### src/rom.hex
// Program memory image, one 32-bit word per line in hex
// Line n is the word at byte address 4*n
00000093
00100113
00200193
00308233
004102b3
40418333
0051a023
0001a383
00638463
ff5ff06f
12345678
9abcdef0
a5a5a5a5
5a5a5a5a
0000ffff
ffff0000

### src/source/board_map_pkg.sv
package board_map_pkg;

    // Region base byte addresses
    localparam logic [15:0] rom_base = 16'h0000;
    localparam logic [15:0] ram_base = 16'h0400;

    // Both memories are 1 KB deep
    localparam int mem_words = 256;

    // Memory page numbers, address bits above the 1 KB region
    localparam logic [5:0] rom_page = rom_base[15:10];
    localparam logic [5:0] ram_page = ram_base[15:10];

    // I/O page sits at 0x1000, address bits above the low four
    localparam logic [11:0] io_page = 12'h100;

    // Register numbers inside the I/O page
    localparam logic [1:0] key_reg  = 2'd0;
    localparam logic [1:0] uart_reg = 2'd1;

    // Program memory image
    localparam string rom_file = "/design/src/rom.hex";

    // Target of the current transfer
    typedef enum logic [2:0] {
        sel_none = 3'd0,
        sel_rom  = 3'd1,
        sel_ram  = 3'd2,
        sel_key  = 3'd3,
        sel_uart = 3'd4
    } target_t;

endpackage

### src/source/bus_pkg.sv
package bus_pkg;

    // APB widths
    localparam int addr_w = 16;
    localparam int data_w = 32;

    // Memory view, page then word index then byte offset
    typedef struct packed {
        logic [5:0] page;
        logic [7:0] index;
        logic [1:0] offset;
    } mem_addr_t;

    // I/O view, page then register number then byte offset
    typedef struct packed {
        logic [11:0] page;
        logic [1:0]  reg_num;
        logic [1:0]  offset;
    } io_addr_t;

    // One address word, read either way
    typedef union packed {
        mem_addr_t mem;
        io_addr_t  io;
    } bus_addr_u;

endpackage

### src/source/bus_decode.sv
`timescale 1ns/1ns

module bus_decode
    import bus_pkg::*;
    import board_map_pkg::*;
(
    input  logic              CLOCK_50,
    input  logic              KEY0,
    input  logic [addr_w-1:0] paddr,
    input  logic              psel,
    input  logic              penable,
    input  logic              pwrite,
    output logic              start,
    output target_t           target,
    output logic              write
);

    bus_addr_u addr;
    target_t   target_next;
    logic      setup;

    assign addr = paddr;

    // Setup phase, selected but not yet enabled
    assign setup = psel && !penable;

    // Region select from both views of the address
    always_comb begin
        target_next = sel_none;
        if (addr.mem.page == rom_page && addr.mem.offset == 2'b00) begin
            target_next = sel_rom;
        end else if (addr.mem.page == ram_page && addr.mem.offset == 2'b00) begin
            target_next = sel_ram;
        end else if (addr.io.page == io_page && addr.io.offset == 2'b00) begin
            // Only two registers live in the I/O page
            if (addr.io.reg_num == key_reg) begin
                target_next = sel_key;
            end else if (addr.io.reg_num == uart_reg) begin
                target_next = sel_uart;
            end
        end
    end

    // Capture once per transfer at the end of setup
    always_ff @(posedge CLOCK_50 or negedge KEY0) begin
        if (!KEY0) begin
            start  <= 1'b0;
            target <= sel_none;
            write  <= 1'b0;
        end else begin
            start <= setup;
            if (setup) begin
                target <= target_next;
                write  <= pwrite;
            end
        end
    end

endmodule

### config.mk
export PLATFORM = sky130hd
export DESIGN_NAME = bus_decode
export DESIGN_NICKNAME = d
export VERILOG_FILES = /design/src/source/board_map_pkg.sv /design/src/source/bus_pkg.sv /design/src/source/bus_decode.sv
export SDC_FILE = /design/constraint.sdc
export NUM_CORES = 1
export LEC_CHECK = 0
export ABC_AREA = 1
export BUFFER_PORTS_ARGS = -buffer_cell sky130_fd_sc_hd__buf_2
export CAP_MARGIN = 40
export CORE_AREA = 2 2 39 41
export DETAILED_ROUTE_END_ITERATION = 8
export DIE_AREA = 0 0 41 43
export SKIP_LAST_GASP = 1
export SLEW_MARGIN = 20
export SYNTH_ARGS = -nofsm -noshare
export SYNTH_HDL_FRONTEND = slang
export SYNTH_SLANG_ARGS = --single-unit
export TNS_END_PERCENT = 1
### constraint.sdc
create_clock -name CLOCK_50 -period 0.8 [get_ports CLOCK_50]
set_input_delay 0.08 -clock CLOCK_50 [delete_from_list [all_inputs] [get_ports CLOCK_50]]
set_output_delay 0.08 -clock CLOCK_50 [all_outputs]
set_load 0.005 [all_outputs]
==> flow_metrics.env <==
export IMPL_status="finished, violations left"
export IMPL_violations="negative setup slack"
export IMPL_syn_to_final_growth_pct=57.2
export IMPL_fmax_ghz=1.19
export IMPL_p_comb_frac=0.222
export IMPL_tritoncts="built"
export IMPL_startpoint="target[1]"
export IMPL_wl_um=837
export IMPL_critPathArrivalTime_ns=0.76
export IMPL_synth_fa_ha_area_frac=0
export IMPL_initial_core_util=0.258
export IMPL_finalHoldViolCount=0
export IMPL_min_from="penable"
export IMPL_crit_family="flip-flops"
export IMPL_cts_buffers=3
export IMPL_yosysTopAreaCell="dfrtp_1"
export IMPL_hp_class="primary input to register"
export IMPL_worst_pin_slew_ns=0.154
export IMPL_synth_async_sr_flop_share=1.00
export IMPL_r2r_slack_ns=0.05
export IMPL_numPortBuffers=25
export IMPL_synth_flop_cell="dfrtp_1"
export IMPL_reg2reg_to="target[1]"
export IMPL_clock_latency_ns=0.23
export IMPL_ys_warn_count=0
export IMPL_dr_pass1_iters=2
export IMPL_synth_top_cells_by_count="nand2_1, nor2_1, inv_1"
export IMPL_crit_chain="buf_2"
export IMPL_synth_top_family_by_area="simple AND/OR/NAND/NOR gates"
export IMPL_cp_slowest_cell="dfrtp_1"
export IMPL_place_inst=96
export IMPL_cp_start_kind="register"
export IMPL_syn_nets=75
export IMPL_die_y_um=43
export IMPL_clockPowerShare=0.402
export IMPL_whs_ns=0.0284
export IMPL_drc=0
export IMPL_finalMaxSlewViolations=0
export IMPL_coreArea_um2=1380
export IMPL_seq_power_share=0.376
export IMPL_wl_per_cell_um=8.13
export IMPL_critPathCaptureType="output port"
export IMPL_intPower_uw=540
export IMPL_row_count=14
export IMPL_path_max_fanout=2
export IMPL_grt_pass1_vias=367
export IMPL_yosys_area_share_simple=0.523
export IMPL_post_dp_cell_area_um2=509
export IMPL_antenna_found_initial=0
export IMPL_ys_types=14
export IMPL_die_area_um2=1760
export IMPL_fin_nets=109
export IMPL_rsz0062_at_grt="true"
export IMPL_avgSynthCellArea_um2=6.60
export IMPL_timing_final_crit_share=1.05
export IMPL_synth_top_cell_area_share=0.351
export IMPL_numClockSinks=5
export IMPL_hpwl_um=665
export IMPL_clk_pin_slew_ns=0.05
export IMPL_drive_gt1_frac=0.483
export IMPL_min_path_cells=2
export IMPL_gp_congestion=0.699
export IMPL_slew_headroom=0.896
export IMPL_power_density_nw_per_um2=1300
export IMPL_first_iter_violations=4
export IMPL_cts_buffer_depth=2
export IMPL_place_ws_ns=-0.00661
export IMPL_post_route_util=0.405
export IMPL_hold_end="start"
export IMPL_root_buffer="clkbuf_4"
export IMPL_skew_ns=0
export IMPL_synth_xor_area_share=0
export IMPL_max_stage_delay_ns=0.39
export IMPL_vias=420
export IMPL_grt_pass1_wl_mm=1.26
export IMPL_stdcell_area_um2=561
export IMPL_setup_ws_ns=-0.0436
export IMPL_ios=26
export IMPL_num_antenna_cells=0
export IMPL_post_route_min_period_ns=0.844
export IMPL_r2r_cells=3
export IMPL_ys_ff_latch=5
export IMPL_die_w_um=41
export IMPL_p_leak_uw=0.000313
export IMPL_gr_total_overflow=0
export IMPL_vdd_ir_drop_max_v=0.000445
export IMPL_synth_compound_area_share=0.0421
export IMPL_regToRegStartpoint="target[1]"
export IMPL_yosysSeqAreaShare=0.351
export IMPL_syn_instance_count=54
export IMPL_swShare=0.260
export IMPL_vias_per_cell=4.08
export IMPL_final_instance_count_excl_fill=103
export IMPL_setup_viol=4
export IMPL_syn_area_um2=357
export IMPL_synth_edf_count=0
export IMPL_cts_max_level=1
export IMPL_crit_buf_inv=1
export IMPL_track_usage=0.0994
export IMPL_drv_cap=0
export IMPL_grt_max_degree=6
export IMPL_synth_area_leaders="dfrtp_1, nand2_1, nor2_1"
export IMPL_synth_mux_area_frac=0
export IMPL_p_switching_uw=190
export IMPL_cp_required_ns=0.72
export IMPL_path_class="register to output port"
export IMPL_ant_nets=0
-- power groups by stage --
stage / Sequential, uW / Combinational [uW] / Clock [uW]
4_1_cts: 275 / 163 / 294
3_3_place_gp: 279 / 147 / 0
5_1_grt: 276 / 184 / 311
2_1_floorplan: 281 / 58.2 / 0
3_5_place_dp: 279 / 150 / 0
6_report: 275 / 162 / 293
-- placed cells by master, fill, tap and decap left out, drive strengths merged --
cell / netlist / final
buf: 0 / 28
nor2: 19 / 19
nand2: 14 / 14
inv: 8 / 8
dfrtp: 5 / 5
clkbuf: 0 / 4
nand3: 4 / 4
o21ai: 2 / 2
nor3: 1 / 1
a21oi: 1 / 1
dlygate4sd3: 0 / 1
-- worst max-delay path by stage --
stage | to | slack (ns) | cells past startpoint
2_1_floorplan | target[0] | 0.18 | 2
3_3_place_gp | target[1] | 0.02 | 8
3_5_place_dp | target[1] | -0.007 | 8
4_1_cts | target[1] | -0.02 | 1
5_1_grt | target[1] | -0.06 | 1
6_report | target[1] | -0.04 | 1
-- layer usage --
metal  GRT usage  share of wire  vias up
li1            -              -      229
met1       0.119           0.39      182
met2       0.175           0.57        9
met3           0          0.039        0
met4      0.0400              0        0
met5           0              0        -
-- kinds of logic after synthesis --
| logic type | after synthesis |
|---|---|
| buffers and inverters | 8 |
| and+or+nand+nor | 38 |
| DFF | 5 |
| AOI/OAI and AO/OA | 3 |
-- cell type report --
| type | count | area (um2) |
|---|---|---|
| clock buffers | 4 | 26.3 |
| fillers | 151 | 823 |
| inverters | 8 | 30.0 |
| multi-input cells | 41 | 201 |
| flip-flops and latches | 5 | 125 |
| well taps | 16 | 20.0 |
| repair buffers | 29 | 158 |
-- metrics by stage --
step / setup TNS, ns / power [uW]
after detailed placement: -0.00661 / 429
after floorplan: 0 / 339
after global placement: 0 / 426
final: -0.0514 / 730
after global routing: -0.182 / 771
after CTS: -0.0468 / 732
-- state kept, by name, indices dropped and copies added (netlist names) --
signal / flops
start: 1
target: 3
write: 1
-- what timing repair did --
action                                  4_1_cts  5_1_grt
hold buffers                                  1        0
endpoints found under the setup margin        5        6
pin swaps                                     0        0
cloned                                        0        0
endpoints found under the hold margin         5        0
gates resized for setup                       0        0
buffers inserted                              1        1
(Power assumes the default switching activity.)
