[src/rom.hex]
// Program memory image, one 32-bit word per line in hex
// Line n is the word at byte address 4*n
00000093
00100113
00200193
00308233
004102b3
40418333
0051a023
0001a383
00638463
ff5ff06f
12345678
9abcdef0
a5a5a5a5
5a5a5a5a
0000ffff
ffff0000

[src/source/board_map_pkg.sv]
package board_map_pkg;

    // Region base byte addresses
    localparam logic [15:0] rom_base = 16'h0000;
    localparam logic [15:0] ram_base = 16'h0400;

    // Both memories are 1 KB deep
    localparam int mem_words = 256;

    // Memory page numbers, address bits above the 1 KB region
    localparam logic [5:0] rom_page = rom_base[15:10];
    localparam logic [5:0] ram_page = ram_base[15:10];

    // I/O page sits at 0x1000, address bits above the low four
    localparam logic [11:0] io_page = 12'h100;

    // Register numbers inside the I/O page
    localparam logic [1:0] key_reg  = 2'd0;
    localparam logic [1:0] uart_reg = 2'd1;

    // Program memory image
    localparam string rom_file = "/design/src/rom.hex";

    // Target of the current transfer
    typedef enum logic [2:0] {
        sel_none = 3'd0,
        sel_rom  = 3'd1,
        sel_ram  = 3'd2,
        sel_key  = 3'd3,
        sel_uart = 3'd4
    } target_t;

endpackage

[src/source/bus_pkg.sv]
package bus_pkg;

    // APB widths
    localparam int addr_w = 16;
    localparam int data_w = 32;

    // Memory view, page then word index then byte offset
    typedef struct packed {
        logic [5:0] page;
        logic [7:0] index;
        logic [1:0] offset;
    } mem_addr_t;

    // I/O view, page then register number then byte offset
    typedef struct packed {
        logic [11:0] page;
        logic [1:0]  reg_num;
        logic [1:0]  offset;
    } io_addr_t;

    // One address word, read either way
    typedef union packed {
        mem_addr_t mem;
        io_addr_t  io;
    } bus_addr_u;

endpackage

[src/source/io_execute.sv]
`timescale 1ns/1ns

module io_execute
    import bus_pkg::*;
    import board_map_pkg::*;
(
    input  logic              CLOCK_50,
    input  logic              KEY0,
    input  logic              start,
    input  target_t           target,
    input  logic              write,
    input  logic [data_w-1:0] pwdata,
    input  logic              key_valid,
    input  logic [7:0]        key_ascii,
    input  logic              irq_ack,
    output logic [data_w-1:0] key_rdata,
    output logic              irq,
    output logic              uart_valid,
    output logic [7:0]        uart_data
);

    logic [7:0] key_q;
    logic       key_hit;
    logic       uart_wr;

    // A zero code means no real key
    assign key_hit = key_valid && (key_ascii != 8'd0);

    // One strobe per UART write transfer
    assign uart_wr = start && write && (target == sel_uart);

    // Keyboard register reads back zero-extended
    assign key_rdata = {{(data_w - 8){1'b0}}, key_q};

    // Key latch and interrupt hold
    always_ff @(posedge CLOCK_50 or negedge KEY0) begin
        if (!KEY0) begin
            key_q <= 8'd0;
            irq   <= 1'b0;
        end else begin
            if (key_hit) begin
                key_q <= key_ascii;
                // New key wins over an acknowledge in the same cycle
                irq   <= 1'b1;
            end else if (irq_ack) begin
                irq <= 1'b0;
            end
        end
    end

    // Transmit strobe
    always_ff @(posedge CLOCK_50 or negedge KEY0) begin
        if (!KEY0) begin
            uart_valid <= 1'b0;
        end else begin
            uart_valid <= uart_wr;
        end
    end

    // Low byte of the write goes out with the strobe
    always_ff @(posedge CLOCK_50) begin
        if (uart_wr) begin
            uart_data <= pwdata[7:0];
        end
    end

endmodule

[config.mk]
export PLATFORM = sky130hd
export DESIGN_NAME = io_execute
export DESIGN_NICKNAME = d
export VERILOG_FILES = /design/src/source/board_map_pkg.sv /design/src/source/bus_pkg.sv /design/src/source/io_execute.sv
export SDC_FILE = /design/constraint.sdc
export NUM_CORES = 1
export LEC_CHECK = 0
export BUFFER_PORTS_ARGS = -buffer_cell sky130_fd_sc_hd__buf_4
export CORE_ASPECT_RATIO = 1.5
export CORE_MARGIN = 8
export CORE_UTILIZATION = 35
export DETAILED_ROUTE_END_ITERATION = 6
export PLACE_DENSITY = 0.89
export SYNTH_ARGS = -nofsm -noshare
export SYNTH_HDL_FRONTEND = slang
export SYNTH_SLANG_ARGS = --single-unit
[constraint.sdc]
create_clock -name CLOCK_50 -period 1.1 [get_ports CLOCK_50]
set_input_delay 0.055 -clock CLOCK_50 [delete_from_list [all_inputs] [get_ports CLOCK_50]]
set_output_delay 0.055 -clock CLOCK_50 [all_outputs]
set_load 0.005 [all_outputs]
==> metrics.csv, run 1 <==
stage;metric;value;unit
outcome;status;finished clean;
critical_path;reg2reg_depth;1;
critical_path;r2r_setup_slack;0.40;ns
clock_tree;post-cts-setup-buffers;0;
critical_path;cp_max_fo;9;
floorplan;rows;21;
cells_and_area;fillCellCount;175;
global_route;grt_pass1_vias;660;
synthesis;ys_ff_latch;18;
critical_path;crit-reg2reg-launch;key_q[4]$_DFFE_PN0P_;
timing;clock.fmax;1040;MHz
routing;drtIter0Drc;13;
cells_and_area;final_util;57.0;%
routing;dr_wl_met3;302;µm
routing;wl_met2;1160;µm
routing;totalWireLength;2350;µm
critical_path;worstSetupStartpoint;key_ascii[1];
placed_design;port_buffers;42;
global_route;grt_overflow;0;
clock_tree;cts_buffers;3;
cells_and_area;antenna_cells;0;
routing;wl_per_cell;16.3;µm
placed_design;place_inst;124;
synthesis;synth_top_area_cell;dfrtp_1;
cells_and_area;area_growth;56.2;%
floorplan;die_h;74.8;µm
clock_tree;clockBufferDepth;2;
floorplan;core_region_area;2210;µm²
placed_design;place_congestion;0.685;
timing;setup_viol_count_final;0;
synthesis;synthDistinctLibCells;12;
synthesis;ys.warnings.count;0;
critical_path;critPathCaptureType;register;
synthesis;avgSynthCellArea;13.7;µm²
worst_hold_path;min_path_type;in -> reg;
synthesis;synth_area_leaders;dfrtp_1 (31%), edfxtp_1 (30%), buf_4 (22%);
cells_and_area;final_cells;144;
critical_path;crit_type;in -> reg;
clock_tree;post_cts_resized;0;
clock_tree;clk_latency;0.29;ns
timing;period_share;87.3;%
cells_and_area;drive_gt1_share;42.1;%
routing;dr.max_layer_used;met4;
worst_hold_path;hold_depth;2;
timing;skew;0;ns
critical_path;required;1.26;ns
global_route;grt_usage;10.7;%
timing;drv_slew;0;
pwr;vdd_drop_max;0.000287;V
pwr;p_per_area;1070;nW/µm²
clock_tree;clkTransAtPathRegs;0.09;ns
clock_tree;root_buffer;clkbuf_4;
critical_path;crit_end;irq$_DFFE_PN0P_;
pwr;leakage;0.618;nW
cells_and_area;layout_commonest_cell;buf_4;
synthesis;yosysTopAreaCellShare;31.1;%
critical_path;cp-start-kind;primary input;
global_route;grt_max_degree;11;
floorplan;fp.dieW;55.2;µm
critical_path;worst_ep_arrival_time;1.12;ns
floorplan;start_util;36.5;%
timing;period_needed;0.960;ns
placed_design;dp_hpwl;1910;µm
routing;drc;0;
routing;postRouteAntennaNets;0;
synthesis;seq_area_frac_synth;60.9;%
cells_and_area;final_nets;171;
global_route;grt_antenna_before_repair;0;
run;cap_violations;0;
routing;vias;607;
routing;via_per_inst;4.22;
floorplan;die_area;4130;µm²
routing;first_pass_iters;4;
floorplan;top_level_ports;91;
synthesis;netlist_instances;59;
cells_and_area;final_cell_mix;buf_4 (44), conb_1 (24), dlygate4sd3_1 (16);
timing;rsz0062_at_grt;no;
synthesis;mappedNetlistArea;806;µm²
clock_tree;cts_max_level;1;
routing;wl_met1;842;µm
clock_tree;cts_tree;done;
global_route;grt_pass1_wl;3220;µm
worst_hold_path;holdCritStartpoint;key_ascii[0];
critical_path;reg2reg_to;key_q[4]$_DFFE_PN0P_;
clock_tree;clock-sinks;18;
timing;hold_viol_final;0;
-- layer usage --
metal	GRT usage (%)	vias up
met1	11.6	274
met2	18.0	46
met3	2.57	5
li1	-	282
met5	0	-
met4	5.63	0
-- Yosys cell counts, drive strengths merged --
cell	number
nor3	1
edfxtp	8
nand3	1
conb	1
buf	24
dfrtp	10
o21ai	2
clkbuf	1
inv	1
or4	2
a22o	8
-- kinds of logic (layout without fill, tap and decap cells) --
family                 after synthesis  in the layout  synth area share (%)
flip-flops                          18             18                  60.9
other                                1             24                 0.465
AND/OR/NAND/NOR                      4              4                  4.04
buffers and inverters               26             65                  23.3
AO/OA/AOI/OAI                       10             10                  11.3
-- report_power, final --
part / switching [mW] / internal [mW] / total, mW / leakage [nW]
Sequential: 0.0210 / 0.738 / 0.759 / 0.194
Clock: 0.187 / 0.141 / 0.329 / 0.0150
Combinational: 0.0986 / 0.159 / 0.258 / 0.408
-- what timing repair did --
action | 4_1_cts | 5_1_grt
hold endpoints to repair | 23 | 2
setup endpoints to repair | 0 | 0
hold buffers | 14 | 2
-- state kept, by name, indices dropped and copies added (netlist names) --
signal      count
irq             1
uart_valid      1
key_q           8
uart_data       8
-- area by class of cell --
cell class / instances / area, µm² / share of cell area (%)
Inverter: 1 / 3.75 / 0.298
Tap cell: 23 / 28.8 / 2.29
Multi-Input combinational cell: 38 / 219 / 17.4
Clock buffer: 4 / 26.3 / 2.09
Timing Repair Buffer: 60 / 490 / 39.0
Sequential cell: 18 / 490 / 39.0
-- stage by stage --
stage	instance area, µm²	power (mW)	setup slack, ns	hold WS [ns]	setup TNS, ns
6_report	1260	1.35	0.140	0.0117	0
5_1_grt	1260	1.42	0.113	0.00269	0
4_1_cts	1240	1.35	0.148	0.00414	0
3_5_place_dp	1070	0.984	-0.163	-0.113	-1.22
3_3_place_gp	1070	0.973	-0.117	-0.117	-0.796
2_1_floorplan	897	0.894	0.0435	-0.241	0
-- critical path, stage by stage --
cell and delay (ns):
buf_4 0.12, or4_4 0.54, o21ai_4 0.28, o21ai_0 0.13
-- worst min path at each step --
stage,end
after floorplan,irq$_DFFE_PN0P_
after global placement,uart_valid$_DFF_PN0_
after detailed placement,uart_valid$_DFF_PN0_
after CTS,key_q[0]$_DFFE_PN0P_
after global routing,key_q[0]$_DFFE_PN0P_
final,key_q[0]$_DFFE_PN0P_
No activity file was read; power rests on OpenSTA's default activity.
==> run 2: changes to the inputs <==
--- a/config.mk
+++ b/config.mk
@@ -6,11 +6,13 @@
 export NUM_CORES = 1
 export LEC_CHECK = 0
 export BUFFER_PORTS_ARGS = -buffer_cell sky130_fd_sc_hd__buf_4
+export CELL_PAD_IN_SITES_DETAIL_PLACEMENT = 1
+export CELL_PAD_IN_SITES_GLOBAL_PLACEMENT = 2
 export CORE_ASPECT_RATIO = 1.5
 export CORE_MARGIN = 8
-export CORE_UTILIZATION = 35
+export CORE_UTILIZATION = 18
 export DETAILED_ROUTE_END_ITERATION = 6
-export PLACE_DENSITY = 0.89
+export PLACE_DENSITY = 0.88
 export SYNTH_ARGS = -nofsm -noshare
 export SYNTH_HDL_FRONTEND = slang
 export SYNTH_SLANG_ARGS = --single-unit
==> run 2 against run 1 <==
Effect of this change: routed wire length up 13%; maximum frequency decreased by 6.3%; design area shrank 0.20%; critical path depth unchanged; first-iteration DRC count increased to 2.6 times the previous value; combinational power is 4% lower; worst setup slack got worse by 0.064 ns; global-route usage down 2.5 points; highest routed layer unchanged.
==> metrics.csv, run 2 (synthesized netlist as in run 1, its figures left out) <==
stage;metric;value;unit;change
outcome;status;finished clean;;unchanged
timing;hold_viol_final;0;;unchanged
cells_and_area;drive_gt1_share;44.8;%;was 42.1%
routing;vias;638;;was 607
routing;wl_per_cell;16.2;µm;was 16.3 µm
floorplan;top_level_ports;91;;unchanged
pwr;vdd_drop_max;0.000597;V;was 0.000287 V
critical_path;cp_max_fo;9;;unchanged
global_route;grt_use_met2;13.0;%;was 18.0%
clock_tree;clkTransAtPathRegs;0.07;ns;was 0.09 ns
cells_and_area;area_growth;55.9;%;was 56.2%
critical_path;required;1.29;ns;was 1.26 ns
routing;drtIter0Drc;34;;was 13
floorplan;start_util;18.2;%;was 36.5%
global_route;grt_antenna_before_repair;0;;unchanged
global_route;use_met1;7.36;%;was 11.6%
placed_design;place_congestion;0.728;;was 0.685
pwr;power;1.47;mW;was 1.35 mW
cells_and_area;antenna_cells;0;;unchanged
cells_and_area;final_cell_mix;buf_4 (45), conb_1 (24), dlygate4sd3_1 (10), dfrtp_1 (10);;was buf_4 (44), conb_1 (24), dlygate4sd3_1 (16)
global_route;gr-usage-met3;6.26;%;was 2.57%
critical_path;cp_cell_sequence;buf_4 -> or4_4 -> o21ai_4 -> a22o_1;;was buf_4 -> or4_4 -> o21ai_4 -> o21ai_0
timing;rsz0062_at_grt;no;;unchanged
timing;clock.fmax;976;MHz;was 1040 MHz
global_route;grt_pass1_vias;838;;was 660
floorplan;die_area;6920;µm²;was 4130 µm²
global_route;grt_usage;8.13;%;was 10.7%
timing;period_needed;1.02;ns;was 0.960 ns
critical_path;crit_family;simple AND/OR/NAND/NOR gates;;unchanged
critical_path;cp_num_buf_inv;1;;unchanged
timing;setup_viol_count_final;0;;unchanged
timing;skew;0;ns;unchanged
clock_tree;clockBufferDepth;2;;unchanged
routing;first_pass_iters;2;;was 4
cells_and_area;fillCellCount;504;;was 175
critical_path;worst_ep_arrival_time;1.21;ns;was 1.12 ns
cells_and_area;top_regs;key_q (8), uart_data (8);;unchanged
critical_path;r2r_setup_slack;0.37;ns;was 0.40 ns
global_route;grt_overflow;0;;unchanged
clock_tree;clock-sinks;18;;unchanged
routing;drc;0;;unchanged
placed_design;dp_hpwl;2140;µm;was 1910 µm
clock_tree;cts_max_level;1;;unchanged
timing;drv_slew;0;;unchanged
routing;postRouteAntennaNets;0;;unchanged
placed_design;port_buffers;42;;unchanged
global_route;grt_max_degree;11;;unchanged
timing;period_share;93.2;%;was 87.3%
pwr;p_per_area;1170;nW/µm²;was 1070 nW/µm²
critical_path;crit_type;in -> reg;;unchanged
cells_and_area;final_nets;166;;was 171
clock_tree;clk_latency;0.25;ns;was 0.29 ns
global_route;grt_pass1_wl;4420;µm;was 3220 µm
clock_tree;cts_buffers;3;;unchanged
global_route;top_usage_layer;met2;;unchanged
cells_and_area;multi_input_area;219;µm²;unchanged
floorplan;rows;30;;was 21
critical_path;max_stage_delay;0.55;ns;was 0.54 ns
clock_tree;post-cts-setup-buffers;0;;unchanged
floorplan;die_h;97.9;µm;was 74.8 µm
pwr;leakage;0.606;nW;was 0.618 nW
cells_and_area;final_cells;164;;was 144
cells_and_area;layout_commonest_cell;buf_4;;unchanged
floorplan;core_region_area;4430;µm²;was 2210 µm²
floorplan;fp.dieW;70.6;µm;was 55.2 µm
cells_and_area;final-seq-area;490;µm²;unchanged
routing;via_per_inst;3.89;;was 4.22
run;cap_violations;0;;unchanged
critical_path;crit_path_top_delay_cell;or4_4;;unchanged
critical_path;cp-start-kind;primary input;;unchanged
routing;totalWireLength;2650;µm;was 2350 µm
placed_design;place_inst;150;;was 124
critical_path;critPathCaptureType;register;;unchanged
worst_hold_path;min_path_type;in -> reg;;unchanged
clock_tree;cts_tree;done;;unchanged
clock_tree;root_buffer;clkbuf_8;;was clkbuf_4
run 2: changes by cell type in the layout (fill, tap and decap cells not counted):
cell / change
clkinv_1: +1
dlygate4sd3_1: -6
clkbuf_1: -1
buf_4: +1
clkbuf_4: -3
clkbuf_8: +3
run 2: area by class of cell:
cell class	count	share of cell area (%)
Clock buffer	3	3.29
Clock inverter	1	0.299
Inverter	1	0.299
Multi-Input combinational cell	38	17.4
Sequential cell	18	39.0
Tap cell	48	4.78
Timing Repair Buffer	55	34.9
run 2: final timing paths:
check	startpoint	end	cells past startpoint
min reg2reg	key_q[6]$_DFFE_PN0P_	key_q[6]$_DFFE_PN0P_	1
max reg2reg	key_q[4]$_DFFE_PN0P_	key_q[4]$_DFFE_PN0P_	1
min in group asynchronous	KEY0	key_q[4]$_DFFE_PN0P_	2
max in group asynchronous	KEY0	key_q[0]$_DFFE_PN0P_	2
min	key_ascii[0]	key_q[0]$_DFFE_PN0P_	2
max	key_ascii[1]	key_q[4]$_DFFE_PN0P_	4
run 2: metrics by stage:
stage / utilization, % / area [µm²] / hold slack, ns / setup TNS (ns) / setup slack [ns]
final: 28.4 / 1260 / 0.0454 / 0 / 0.0753
after global routing: 28.4 / 1260 / 0.0385 / 0 / 0.00497
after CTS: 28.4 / 1260 / 0.0417 / 0 / 0.0826
after detailed placement: 25.1 / 1110 / -0.105 / -1.46 / -0.190
after global placement: 25.1 / 1110 / -0.113 / -0.964 / -0.125
after floorplan: - / 897 / -0.241 / 0 / 0.0435
run 2: timing repair:
action	CTS	global route
hold endpoints to repair	19	0
hold buffers	10	0
resized for setup	0	0
run 2: power breakdown:
part	internal [mW]	leakage, nW	switching [mW]
sequential	0.739	0.194	0.0198
combinational	0.146	0.389	0.102
clock	0.248	0.0231	0.217
total	1.13	0.606	0.338
run 2: routing by layer:
metal,share of wire [%],vias to the layer above
li1,-,271
met1,33,297
met2,46,63
met3,18,7
met4,2.0,0
met5,0,-
