`config.mk`:
```
export PLATFORM = sky130hd
export DESIGN_NAME = bus_result
export DESIGN_NICKNAME = d
export VERILOG_FILES = /design/src/source/board_map_pkg.sv /design/src/source/bus_pkg.sv /design/src/source/bus_result.sv
export SDC_FILE = /design/constraint.sdc
export NUM_CORES = 1
export LEC_CHECK = 0
export BUFFER_PORTS_ARGS = -buffer_cell sky130_fd_sc_hd__buf_2
export CAP_MARGIN = 10
export CORE_MARGIN = 3
export CORE_UTILIZATION = 35
export CTS_CLUSTER_SIZE = 12
export DETAILED_ROUTE_END_ITERATION = 12
export PLACE_DENSITY = 0.68
export SYNTH_ARGS = -nofsm -noshare
export SYNTH_HDL_FRONTEND = slang
export SYNTH_SLANG_ARGS = --single-unit
```
`constraint.sdc`:
```
create_clock -name CLOCK_50 -period 0.8 [get_ports CLOCK_50]
set_input_delay 0.04 -clock CLOCK_50 [delete_from_list [all_inputs] [get_ports CLOCK_50]]
set_output_delay 0.04 -clock CLOCK_50 [all_outputs]
set_load 0.05 [all_outputs]
```
`src/rom.hex`:
```
// Program memory image, one 32-bit word per line in hex
// Line n is the word at byte address 4*n
00000093
00100113
00200193
00308233
004102b3
40418333
0051a023
0001a383
00638463
ff5ff06f
12345678
9abcdef0
a5a5a5a5
5a5a5a5a
0000ffff
ffff0000

```
`src/source/board_map_pkg.sv`:
```
package board_map_pkg;

    // Region base byte addresses
    localparam logic [15:0] rom_base = 16'h0000;
    localparam logic [15:0] ram_base = 16'h0400;

    // Both memories are 1 KB deep
    localparam int mem_words = 256;

    // Memory page numbers, address bits above the 1 KB region
    localparam logic [5:0] rom_page = rom_base[15:10];
    localparam logic [5:0] ram_page = ram_base[15:10];

    // I/O page sits at 0x1000, address bits above the low four
    localparam logic [11:0] io_page = 12'h100;

    // Register numbers inside the I/O page
    localparam logic [1:0] key_reg  = 2'd0;
    localparam logic [1:0] uart_reg = 2'd1;

    // Program memory image
    localparam string rom_file = "/design/src/rom.hex";

    // Target of the current transfer
    typedef enum logic [2:0] {
        sel_none = 3'd0,
        sel_rom  = 3'd1,
        sel_ram  = 3'd2,
        sel_key  = 3'd3,
        sel_uart = 3'd4
    } target_t;

endpackage

```
`src/source/bus_pkg.sv`:
```
package bus_pkg;

    // APB widths
    localparam int addr_w = 16;
    localparam int data_w = 32;

    // Memory view, page then word index then byte offset
    typedef struct packed {
        logic [5:0] page;
        logic [7:0] index;
        logic [1:0] offset;
    } mem_addr_t;

    // I/O view, page then register number then byte offset
    typedef struct packed {
        logic [11:0] page;
        logic [1:0]  reg_num;
        logic [1:0]  offset;
    } io_addr_t;

    // One address word, read either way
    typedef union packed {
        mem_addr_t mem;
        io_addr_t  io;
    } bus_addr_u;

endpackage

```
`src/source/bus_result.sv`:
```
`timescale 1ns/1ns

module bus_result
    import bus_pkg::*;
    import board_map_pkg::*;
(
    input  logic              CLOCK_50,
    input  logic              KEY0,
    input  logic              start,
    input  target_t           target,
    input  logic              write,
    input  logic [data_w-1:0] mem_rdata,
    input  logic [data_w-1:0] key_rdata,
    output logic [data_w-1:0] prdata,
    output logic              pready,
    output logic              pslverr
);

    logic [data_w-1:0] rdata_sel;
    logic              err_sel;

    // Read data by target, zero for writes and for the UART
    always_comb begin
        rdata_sel = '0;
        if (!write) begin
            case (target)
                sel_rom, sel_ram: rdata_sel = mem_rdata;
                sel_key:          rdata_sel = key_rdata;
                default:          rdata_sel = '0;
            endcase
        end
    end

    // Unmapped space, or a store into program memory
    assign err_sel = (target == sel_none) || (write && target == sel_rom);

    // Completion one cycle after start, for one cycle only
    always_ff @(posedge CLOCK_50 or negedge KEY0) begin
        if (!KEY0) begin
            pready  <= 1'b0;
            pslverr <= 1'b0;
            prdata  <= '0;
        end else begin
            pready  <= start;
            pslverr <= start && err_sel;
            prdata  <= start ? rdata_sel : '0;
        end
    end

endmodule

```
==> reports/results.md, run 1 <==
| Group | Quantity | This run |
|:---|:---|:---|
| critical path | Number of buffer and inverter instances along the worst setup path | 1 |
| clock tree | Clock edge transition at the registers on the reported setup and hold paths | 0.07 ns |
| timing | Number of endpoints with negative hold slack in the final report | 1 |
| clock tree | CTS buffer count | 5 |
| critical path | Kind of end point of the critical path | output pin |
| clock tree | H-tree levels | 2 |
| detailed routing | DRC violations left | 0 |
| critical path | Critical Path Start Type | register |
| global routing | Initial antenna violation count | 0 |
| logic synthesis | Most common cell in the netlist | dfrtp_1 |
| floorplan | Vertical die dimension | 78.9 um |
| power | Leakage Power | 1.38 nW |
| finish | Fin nets | 326 |
| logic synthesis | Fraction of post-synthesis cell area in the top cell type by area | 45.7% |
| critical path | Required time reported for the critical path endpoint | 0.76 ns |
| placed design | Post-detailed-placement half-perimeter wirelength | 3.31 mm |
| logic synthesis | Mapped Cells | 151 |
| timing | FMAX | 1160 MHz |
| finish | Number of diodes | 0 |
| detailed routing | Avg WL per Cell | 14.6 um |
| placed design | Placed inst area | 2500 um2 |
| clock tree | Num Clock Sinks | 34 |
| worst hold path | Type of the most critical hold path | in2reg |
| floorplan | Initial cell density of the core | 37.7% |
| critical path | Cell chain of the critical path | buf_6 |
| placed design | Final estimated routing congestion in global placement | 0.694 |
| floorplan | Total Die Area | 6230 um2 |
| global routing | GRT Util Overall | 16.0% |
| floorplan | Number of placement rows | 25 |
| detailed routing | Vias after detailed routing | 1591 |
| placed design | Buffers on Ports | 104 |
| status | Failing checks | hold timing, setup timing |
| logic synthesis | Commonest cells in the netlist | dfrtp_1 (34), a21oi_1 (32), mux2i_1 (32) |
| timing | Final worst path period need | 0.861 ns |
| finish | Number of inserted filler cells in the final layout | 431 |
| logic synthesis | Post-synthesis cell type with the largest combined area | dfrtp_1 |
| clock tree | TritonCTS clock tree | built |
| power | Power Density | 1410 nW/um2 |
| critical path | Highest cell delay on the worst timing path | 0.39 ns |
| timing | Min Hold Slack | -0.0633 ns |
| critical path | Worst path slowest cell | dfrtp_1 |
| global routing | Wire length of the first global-routing pass | 7.86 mm |
| clock tree | Post-CTS Hold Buffers | 2 |
| floorplan | Top-level port count | 105 |
| detailed routing | Total Wirelength | 4.72 mm |
| floorplan | Placeable core region | 4940 um2 |
| detailed routing | Violation count after the first detailed-route iteration | 40 |
| logic synthesis | Mapped Area | 1860 um2 |
| detailed routing | Number of iterations in the first detailed-routing pass | 4 |
| global routing | GR Overflow Total | 0 |
| clock tree | Root Buffer | clkbuf_8 |
| detailed routing | Antenna-violating nets left | 0 |
| logic synthesis | Async set-reset flop share out of synthesis | 100% |
| run | Number of max-capacitance violations reported | 0 |
| critical path | Arrival time at the worst endpoint | 0.82 ns |
| finish | Layout cells sized above 1 | 58.4% |
| detailed routing | Vias per Instance | 4.94 |
| finish | Post-route non-filler standard cell count | 322 |
| timing | Slew at the pin with the worst max-slew slack | 0.258 ns |
| timing | Worst max-slew margin expressed relative to the limit | 82.5% |
| timing | RSZ-0062 raised after global routing | yes |
| finish | Synthesis-to-layout area growth | 51.7% |
| logic synthesis | Net count after synthesis | 222 |
| critical path | CP max FO | 1 |
| logic synthesis | Dominant cells by area after synthesis | dfrtp_1 (46%), a211oi_2 (20%), mux2i_1 (17%), a21oi_1 (8.6%), buf_6 (2.4%) |
| timing | Number of endpoints failing setup at the final stage | 34 |
| logic synthesis | Number of flip-flops and latches in the synthesized netlist | 34 |
| logic synthesis | Syn Area/Cell | 12.3 um2 |
| critical path | Crit-path leading delay family | flip-flops |
| logic synthesis | Number of synthesized flops with an enable pin | 0 |
| timing | Total negative slack | -1.63 ns |
| critical path | Type of the setup path with the least slack | reg2out |
| global routing | Largest net degree at the start of global routing | 35 |
| finish | Area of all placed cells without fillers | 2820 um2 |
| clock tree | Clock tree buffer depth | 2 |
| timing | Fin worst setup slack | -0.0615 ns |
| logic synthesis | Most instantiated flip-flop cell in the synthesis netlist | dfrtp_1 |
| power | Maximum VDD drop | 0.723 mV |
| power | Power after layout | 4.00 mW |
| logic synthesis | Synth warn | 0 |
| placed design | Cell Count Post-Placement | 313 |
| global routing | Via count of the first global-routing pass | 1657 |
| logic synthesis | Count of cell types in the netlist | 12 |
| logic synthesis | Sequential fraction of the synthesis area | 45.7% |
| floorplan | Die span in x | 78.9 um |
| timing | Post-route fraction of the period consumed by the critical path | 108% |
| status | Result of the run | complete, but fails checks |
| timing | Number of slew-limit violations in the final report | 0 |
==> cell families (layout without fill, tap and decap cells) <==
| kind of cell | Yosys count | in the layout | synth area share [%] |
|---|---|---|---|
| AOI/OAI and AO/OA | 64 | 64 | 29.6 |
| buffers and inverters | 18 | 122 | 6.25 |
| DFF | 34 | 34 | 45.7 |
| muxes | 32 | 32 | 17.2 |
| and+or+nand+nor | 3 | 3 | 1.28 |
==> path summary, 6_finish.rpt <==
check                          start         end  slack [ns]  depth (start not counted)
min                        target[2]     pslverr       -0.06                          2
min in group asynchronous       KEY0   prdata[8]        0.25                          3
max in group asynchronous       KEY0  prdata[18]        0.37                          3
max                        prdata[2]   prdata[2]       -0.06                          1
==> registers in the layout, summed over array words and instances (netlist names) <==
name,flops
pslverr,1
prdata,32
pready,1
==> report_power, final <==
| group | internal [mW] | switching [mW] | leakage (nW) |
|---|---|---|---|
| combinational | 0.444 | 0.587 | 0.879 |
| sequential | 1.77 | 0.0248 | 0.465 |
| clock | 0.599 | 0.571 | 0.0383 |
==> per-stage QoR <==
| step | hold slack, ns | util (%) | worst slack [ns] |
|---|---|---|---|
| 3_3_place_gp | 0.0176 | 50.7 | -0.322 |
| 5_1_grt | -0.0663 | 57.1 | -0.103 |
| 6_report | -0.0633 | 57.1 | -0.0615 |
| 3_5_place_dp | 0.0173 | 50.7 | -0.341 |
| 2_1_floorplan | -0.256 | - | -0.0952 |
| 4_1_cts | -0.0715 | 57.1 | -0.0783 |
==> what timing repair did <==
item / 4_1_cts / 5_1_grt
setup buffers: 0 / 0
resized for setup: 71 / 0
setup endpoints to repair: 50 / 34
endpoints found under the hold margin: 36 / 1
==> layer usage <==
metal  share of wire (%)  global-route usage, %  up-vias
li1                    -                      -      777
met1                  42                   19.8      731
met2                  47                   26.6       79
met3                 9.8                   5.78        4
met4                0.81                   4.12        0
met5                   0                      0        -
==> placed cells by master, fill, tap and decap left out <==
master,n
buf_2,70
buf_6,34
dfrtp_1,34
mux2i_1,32
a21oi_1,32
a211oi_2,30
buf_12,7
clkbuf_8,5
a211oi_1,2
clkbuf_1,2
dlygate4sd3_1,2
or3b_4,1
nor2b_1,1
nor4b_1,1
buf_8,1
buf_4,1
==> cell type report <==
class / count / area, um2 / share of cell area, %
Timing Repair Buffer: 115 / 916 / 32.4
Clock buffer: 7 / 76.3 / 2.70
Multi-Input combinational cell: 99 / 897 / 31.8
Tap cell: 67 / 83.8 / 2.97
Sequential cell: 34 / 851 / 30.1
Note: power is estimated with default switching activity, not from simulation.
==> inputs of run 2 (changes only) <==
- CORE_UTILIZATION: 35 -> 40
- PLACE_DENSITY: 0.68 -> 0.77
==> run 2 against run 1 <==
  * The flow still finishes with violations (hold timing, setup timing)
  * Maximum frequency fell by 1.4%
  * Combinational power barely moved
  * Hold slack got worse by 0.0059 ns
  * Critical endpoint unchanged
==> reports/results.md, run 2 (synthesis gave the netlist of run 1 again) <==
| Group | Quantity | This run | Delta |
|:---|:---|:---|:---|
| detailed routing | Number of iterations in the first detailed-routing pass | 4 | unchanged |
| finish | Most common cell after layout, fill and taps aside | buf_2 |  |
| critical path | Required time reported for the critical path endpoint | 0.76 ns | about the same |
| floorplan | Number of placement rows | 24 | -4.0% |
| global routing | Initial antenna violation count | 0 | unchanged |
| floorplan | Total Die Area | 5510 um2 | -12% |
| floorplan | Top-level port count | 105 | unchanged |
| timing | Slew at the pin with the worst max-slew slack | 0.270 ns | +0.0121 ns |
| status | Failing checks | hold timing, setup timing |  |
| status | Result of the run | complete, but fails checks |  |
| power | Power Density | 1460 nW/um2 | +2.9% |
| finish | Number of inserted filler cells in the final layout | 341 | -21% |
| floorplan | Vertical die dimension | 74.2 um | -6.0% |
| detailed routing | Vias per Instance | 5.18 | +4.9% |
| timing | FMAX | 1140 MHz | -1.4% |
| clock tree | H-tree levels | 2 | unchanged |
| clock tree | Root Buffer | clkbuf_8 |  |
| power | Maximum VDD drop | 0.805 mV | +11% |
| finish | Number of flip-flops in the largest register | 32 | unchanged |
| timing | Number of endpoints with negative hold slack in the final report | 1 | unchanged |
| critical path | Critical Path Start Type | register |  |
| timing | Fin worst setup slack | -0.0737 ns | -0.0123 ns |
| detailed routing | Avg WL per Cell | 14.3 um | -2.1% |
| critical path | CP max FO | 1 | unchanged |
| floorplan | Placeable core region | 4410 um2 | -11% |
| critical path | Kind of end point of the critical path | output pin |  |
| timing | Number of endpoints failing setup at the final stage | 34 | unchanged |
| detailed routing | Antenna-violating nets left | 0 | unchanged |
| clock tree | Clock tree buffer depth | 2 | unchanged |
| clock tree | TritonCTS clock tree | built |  |
| worst hold path | Type of the most critical hold path | in2reg |  |
| placed design | Final estimated routing congestion in global placement | 0.710 | +2.4% |
| critical path | Crit-path leading delay family | flip-flops |  |
| clock tree | Clock edge transition at the registers on the reported setup and hold paths | 0.07 ns | about the same |
| placed design | Buffers on Ports | 104 | unchanged |
| floorplan | Initial cell density of the core | 42.2% | +4.5 points |
| finish | Post-route non-filler standard cell count | 310 | -3.7% |
| finish | Number of diodes | 0 | unchanged |
| clock tree | Post-CTS Hold Buffers | 2 | unchanged |
| clock tree | Num Clock Sinks | 34 | unchanged |
| timing | Min Hold Slack | -0.0691 ns | -0.00587 ns |
| critical path | Highest cell delay on the worst timing path | 0.40 ns | about the same |
| finish | Largest registers | prdata: 32 flops, pready: 1 flops, pslverr: 1 flops |  |
| critical path | Type of the setup path with the least slack | reg2out |  |
| global routing | GR Overflow Total | 0 | unchanged |
| critical path | Number of buffer and inverter instances along the worst setup path | 1 | unchanged |
| clock tree | CTS buffer count | 5 | unchanged |
| detailed routing | DRC violations left | 0 | unchanged |
| critical path | Arrival time at the worst endpoint | 0.83 ns | about the same |
| global routing | GRT Util Overall | 16.3% | +0.25 points |
| timing | Worst max-slew margin expressed relative to the limit | 81.7% | -0.82 points |
| placed design | Cell Count Post-Placement | 300 | -4.2% |
| global routing | Wire length of the first global-routing pass | 6.88 mm | -12% |
| critical path | CP Depth | 1 | unchanged |
| critical path | Worst path slowest cell | dfrtp_1 |  |
| floorplan | Die span in x | 74.2 um | -6.0% |
| global routing | Largest net degree at the start of global routing | 35 | unchanged |
| detailed routing | Vias after detailed routing | 1606 | +0.94% |
| global routing | Via count of the first global-routing pass | 1571 | -5.2% |
| run | Number of max-capacitance violations reported | 0 | unchanged |
| detailed routing | Violation count after the first detailed-route iteration | 60 | +50% |
| timing | Post-route fraction of the period consumed by the critical path | 109% | +1.5 points |
| timing | Number of slew-limit violations in the final report | 0 | unchanged |
| timing | Final worst path period need | 0.874 ns | +0.0123 ns |
| placed design | Post-detailed-placement half-perimeter wirelength | 3.19 mm | -3.6% |
| finish | Highest-count cells in the layout ignoring fill and taps | buf_2 (70), buf_6 (34), dfrtp_1 (34) |  |
| finish | Layout cells sized above 1 | 59.3% | +0.87 points |
| critical path | Cell chain of the critical path | buf_6 |  |
| worst hold path | Hold-critical path depth | 2 | unchanged |
| timing | RSZ-0062 raised after global routing | yes |  |
| power | Leakage Power | 1.40 nW | +1.3% |
| finish | Synthesis-to-layout area growth | 51.9% |  |
| finish | Fin nets | 328 | +0.61% |
| detailed routing | Total Wirelength | 4.45 mm | -5.7% |
| finish | Register name with the most flops | prdata |  |
==> run 2: routing by layer <==
metal,share of wire (%),track usage (%),wire (um)
met5,0,0,0
met4,1.1,5.93,47
met3,9.4,6.76,419
met2,52,28.5,2310
met1,38,17.6,1670
==> run 2: final cells by class <==
class | instances | area, um2 | area share (%)
Timing Repair Buffer | 117 | 923 | 32.7
Multi-Input combinational cell | 99 | 897 | 31.7
Sequential cell | 34 | 851 | 30.1
Clock buffer | 7 | 86.3 | 3.05
Tap cell | 52 | 65.1 | 2.30
Clock inverter | 1 | 5.00 | 0.177
==> run 2: through the flow <==
| step | setup slack, ns | util, % | total power, mW | area [um2] | setup TNS [ns] |
|---|---|---|---|---|---|
| floorplan | -0.0952 | - | 2.39 | 1860 | -2.86 |
| finish | -0.0737 | 64.1 | 4.12 | 2830 | -1.73 |
| detailed placement | -0.350 | 56.7 | 2.77 | 2500 | -10.35 |
| global placement | -0.320 | 56.7 | 2.76 | 2500 | -9.90 |
| global route | -0.0978 | 64.1 | 4.30 | 2830 | -2.66 |
| CTS | -0.0851 | 64.1 | 4.16 | 2830 | -2.12 |
==> run 2: repair_timing <==
| item | 4_1_cts | 5_1_grt |
|---|---|---|
| endpoints found under the hold margin | 36 | 1 |
| setup endpoints to repair | 64 | 34 |
| gates resized for setup | 69 | 0 |
| setup buffers | 0 | 0 |
==> run 2: final timing paths <==
check                              to       from
max in group asynchronous  prdata[19]       KEY0
worst min-delay path          pslverr  target[2]
worst max-delay path        prdata[2]  prdata[2]
min in group asynchronous   prdata[5]       KEY0
==> run 2: power by group <==
| part | leakage, nW | switching, mW | internal (mW) | total, mW |
|---|---|---|---|---|
| logic | 0.887 | 0.579 | 0.446 | 1.02 |
| clock network | 0.0482 | 0.602 | 0.694 | 1.30 |
| registers | 0.465 | 0.0251 | 1.77 | 1.79 |
==> inputs of run 3 (changes only) <==
- CORE_ASPECT_RATIO: not set -> 0.6
==> run 3 against run 2 <==
  * The run ends with setup timing left
  * Combinational power barely moved
  * Routed wire length up 11%
  * Sequential power about the same
  * Cell count increased by 1.9%
  * Maximum frequency down 0.71%
  * Non-clock buffer count decreased by 2
  * Critical path depth stayed put
  * First-iteration DRC count decreased by 48%
  * Utilization grew 2.7 points
  * Die area increased by 0.48%
  * Global-route usage rose by 2.5 points
  * Hold slack better by 0.10 ns
  * Critical endpoint is now pslverr
==> reports/results.md, run 3 (synthesis gave the netlist of run 1 again) <==
| Group | Quantity | This run | Delta |
|:---|:---|:---|:---|
| status | Result of the run | complete, but fails checks |  |
| status | Failing checks | setup timing |  |
| timing | Slew at the pin with the worst max-slew slack | 0.191 ns | -0.0795 ns |
| finish | Highest-count cells in the layout ignoring fill and taps | buf_2 (70), buf_6 (34), dfrtp_1 (34) |  |
| power | Power Density | 1510 nW/um2 | +3.9% |
| critical path | Arrival time at the worst endpoint | 0.84 ns | about the same |
| placed design | Setup slack after placement | -0.353 ns | -0.00284 ns |
| detailed routing | DRC violations left | 0 | unchanged |
| floorplan | Top-level port count | 105 | unchanged |
| timing | Final worst path period need | 0.880 ns | +0.00626 ns |
| power | Clock share of power | 34.6% | +3.1 points |
| finish | Number of flip-flops in the largest register | 32 | unchanged |
| power | Maximum VDD drop | 0.956 mV | +19% |
| power | Net Sw Power | 1.24 mW | +2.8% |
| finish | Register name with the most flops | prdata |  |
| critical path | Critical Path Start Type | register |  |
| critical path | Number of buffer and inverter instances along the worst setup path | 1 | unchanged |
| floorplan | Vertical die dimension | 58.8 um | -21% |
| clock tree | Post CTS Setup Buffer Count | 0 | unchanged |
| worst hold path | Type of the most critical hold path | in2reg |  |
| power | Leakage Power | 1.40 nW | +0.28% |
| timing | Number of slew-limit violations in the final report | 0 | unchanged |
| clock tree | Root Buffer | clkbuf_8 |  |
| clock tree | Clock tree buffer depth | 2 | unchanged |
| placed design | Buffers on Ports | 104 | unchanged |
| detailed routing | Vias per Instance | 5.10 | -1.5% |
| finish | Synthesis-to-layout area growth | 53.5% |  |
| critical path | Crit-path leading delay family | flip-flops |  |
| finish | Fin nets | 326 | -0.61% |
| clock tree | H-tree levels | 2 | unchanged |
| critical path | Worst path slowest cell | dfrtp_1 |  |
| clock tree | TritonCTS clock tree | built |  |
| power | Sw Ratio | 28.7% | -0.63 points |
| detailed routing | Violation count after the first detailed-route iteration | 31 | -48% |
| power | Internal power | 3.08 mW | +6.0% |
| power | Part of the total power dissipated in sequential elements | 41.5% | -2.1 points |
| timing | Post-route fraction of the period consumed by the critical path | 110% | +0.78 points |
| detailed routing | Avg WL per Cell | 15.6 um | +9.0% |
| timing | Fin worst setup slack | -0.0800 ns | -0.00626 ns |
| placed design | Post-detailed-placement half-perimeter wirelength | 3.39 mm | +6.2% |
| finish | Most common cell after layout, fill and taps aside | buf_2 |  |
| finish | Largest registers | prdata: 32 flops, pready: 1 flops, pslverr: 1 flops |  |
| floorplan | Placeable core region | 4280 um2 | -3.1% |
| critical path | Cell chain of the critical path | buf_6 |  |
| timing | RSZ-0062 raised after global routing | yes |  |
| detailed routing | Total Wirelength | 4.94 mm | +11% |
| global routing | Via count of the first global-routing pass | 1628 | +3.6% |
| critical path | Kind of end point of the critical path | output pin |  |
| finish | Number of diodes | 0 | unchanged |
| global routing | Largest net degree at the start of global routing | 39 | +11% |
| power | Combinational group share of total power | 23.9% | -1.0 points |
| clock tree | CTS buffer count | 5 | unchanged |
| detailed routing | Vias after detailed routing | 1612 | +0.37% |
| critical path | Highest cell delay on the worst timing path | 0.39 ns | about the same |
| placed design | Final estimated routing congestion in global placement | 0.676 | -4.9% |
| critical path | Type of the setup path with the least slack | reg2out |  |
| floorplan | Die span in x | 94.1 um | +27% |
| floorplan | Number of placement rows | 18 | -25% |
| critical path | Required time reported for the critical path endpoint | 0.76 ns | about the same |
| global routing | Initial antenna violation count | 0 | unchanged |
| power | Power after layout | 4.32 mW | +5.0% |
| placed design | Placed inst area | 2470 um2 | -1.3% |
| timing | Worst max-slew margin expressed relative to the limit | 86.9% | +5.2 points |
| critical path | CP max FO | 1 | unchanged |
| timing | Min Hold Slack | 0.0345 ns | +0.104 ns |
| timing | Number of endpoints with negative hold slack in the final report | 0 | -1 |
| detailed routing | Antenna-violating nets left | 0 | unchanged |
| finish | Layout cells sized above 1 | 59.4% | +0.073 points |
| clock tree | Clock edge transition at the registers on the reported setup and hold paths | 0.07 ns | about the same |
| global routing | GR Overflow Total | 0 | unchanged |
| timing | FMAX | 1140 MHz | -0.71% |
| detailed routing | Number of iterations in the first detailed-routing pass | 4 | unchanged |
| global routing | GRT Util Overall | 18.7% | +2.5 points |
| clock tree | Num Clock Sinks | 34 | unchanged |
| global routing | Wire length of the first global-routing pass | 7.90 mm | +15% |
| floorplan | Initial cell density of the core | 43.5% | +1.3 points |
| run | Number of max-capacitance violations reported | 0 | unchanged |
| timing | Number of endpoints failing setup at the final stage | 34 | unchanged |
| floorplan | Total Die Area | 5540 um2 | +0.48% |
| finish | Area of all placed cells without fillers | 2860 um2 | +1.1% |
run 3: final timing paths:
path / from / endpoint / slack [ns] / cells past startpoint
worst max-delay path: pslverr / pslverr / -0.08 / 1
worst min-delay path: target[1] / pslverr / 0.03 / 2
max in group asynchronous: KEY0 / prdata[18] / 0.35 / 3
min in group asynchronous: KEY0 / pslverr / 0.26 / 3
run 3: power groups by stage:
stage	combinational [mW]	clock, mW	sequential [mW]
floorplan	0.394	0	2.00
global route	1.11	1.61	1.80
CTS	1.04	1.52	1.80
detailed placement	0.944	0	1.81
global placement	0.927	0	1.81
finish	1.03	1.49	1.80
run 3: routing by layer:
layer / vias up / track usage (%) / routed length, um
li1: 786 / - / -
met1: 765 / 25.1 / 2220
met2: 54 / 29.8 / 2380
met3: 7 / 5.49 / 285
met4: 0 / 5.56 / 55
met5: - / 0 / 0
run 3: layout make-up:
class,instances,area [um2]
Fill cell,343,1420
Tap cell,60,75.1
Clock buffer,8,110
Sequential cell,34,851
Multi-Input combinational cell,99,903
Timing Repair Buffer,115,918
run 3: repair_timing:
action / in CTS / in global routing
gates cloned: 1 / 0
hold buffers: 3 / 1
endpoints found under the setup margin: 38 / 35
endpoints found under the hold margin: 36 / 1
gates resized for setup: 70 / 1
run 3: through the flow:
step                utilization, %  instances  setup TNS [ns]
floorplan                        -        151           -2.86
global placement              57.7        304           -9.05
detailed placement            57.7        304           -9.43
CTS                           66.6        316           -2.24
global route                  66.8        316           -2.96
finish                        66.8        316           -1.93
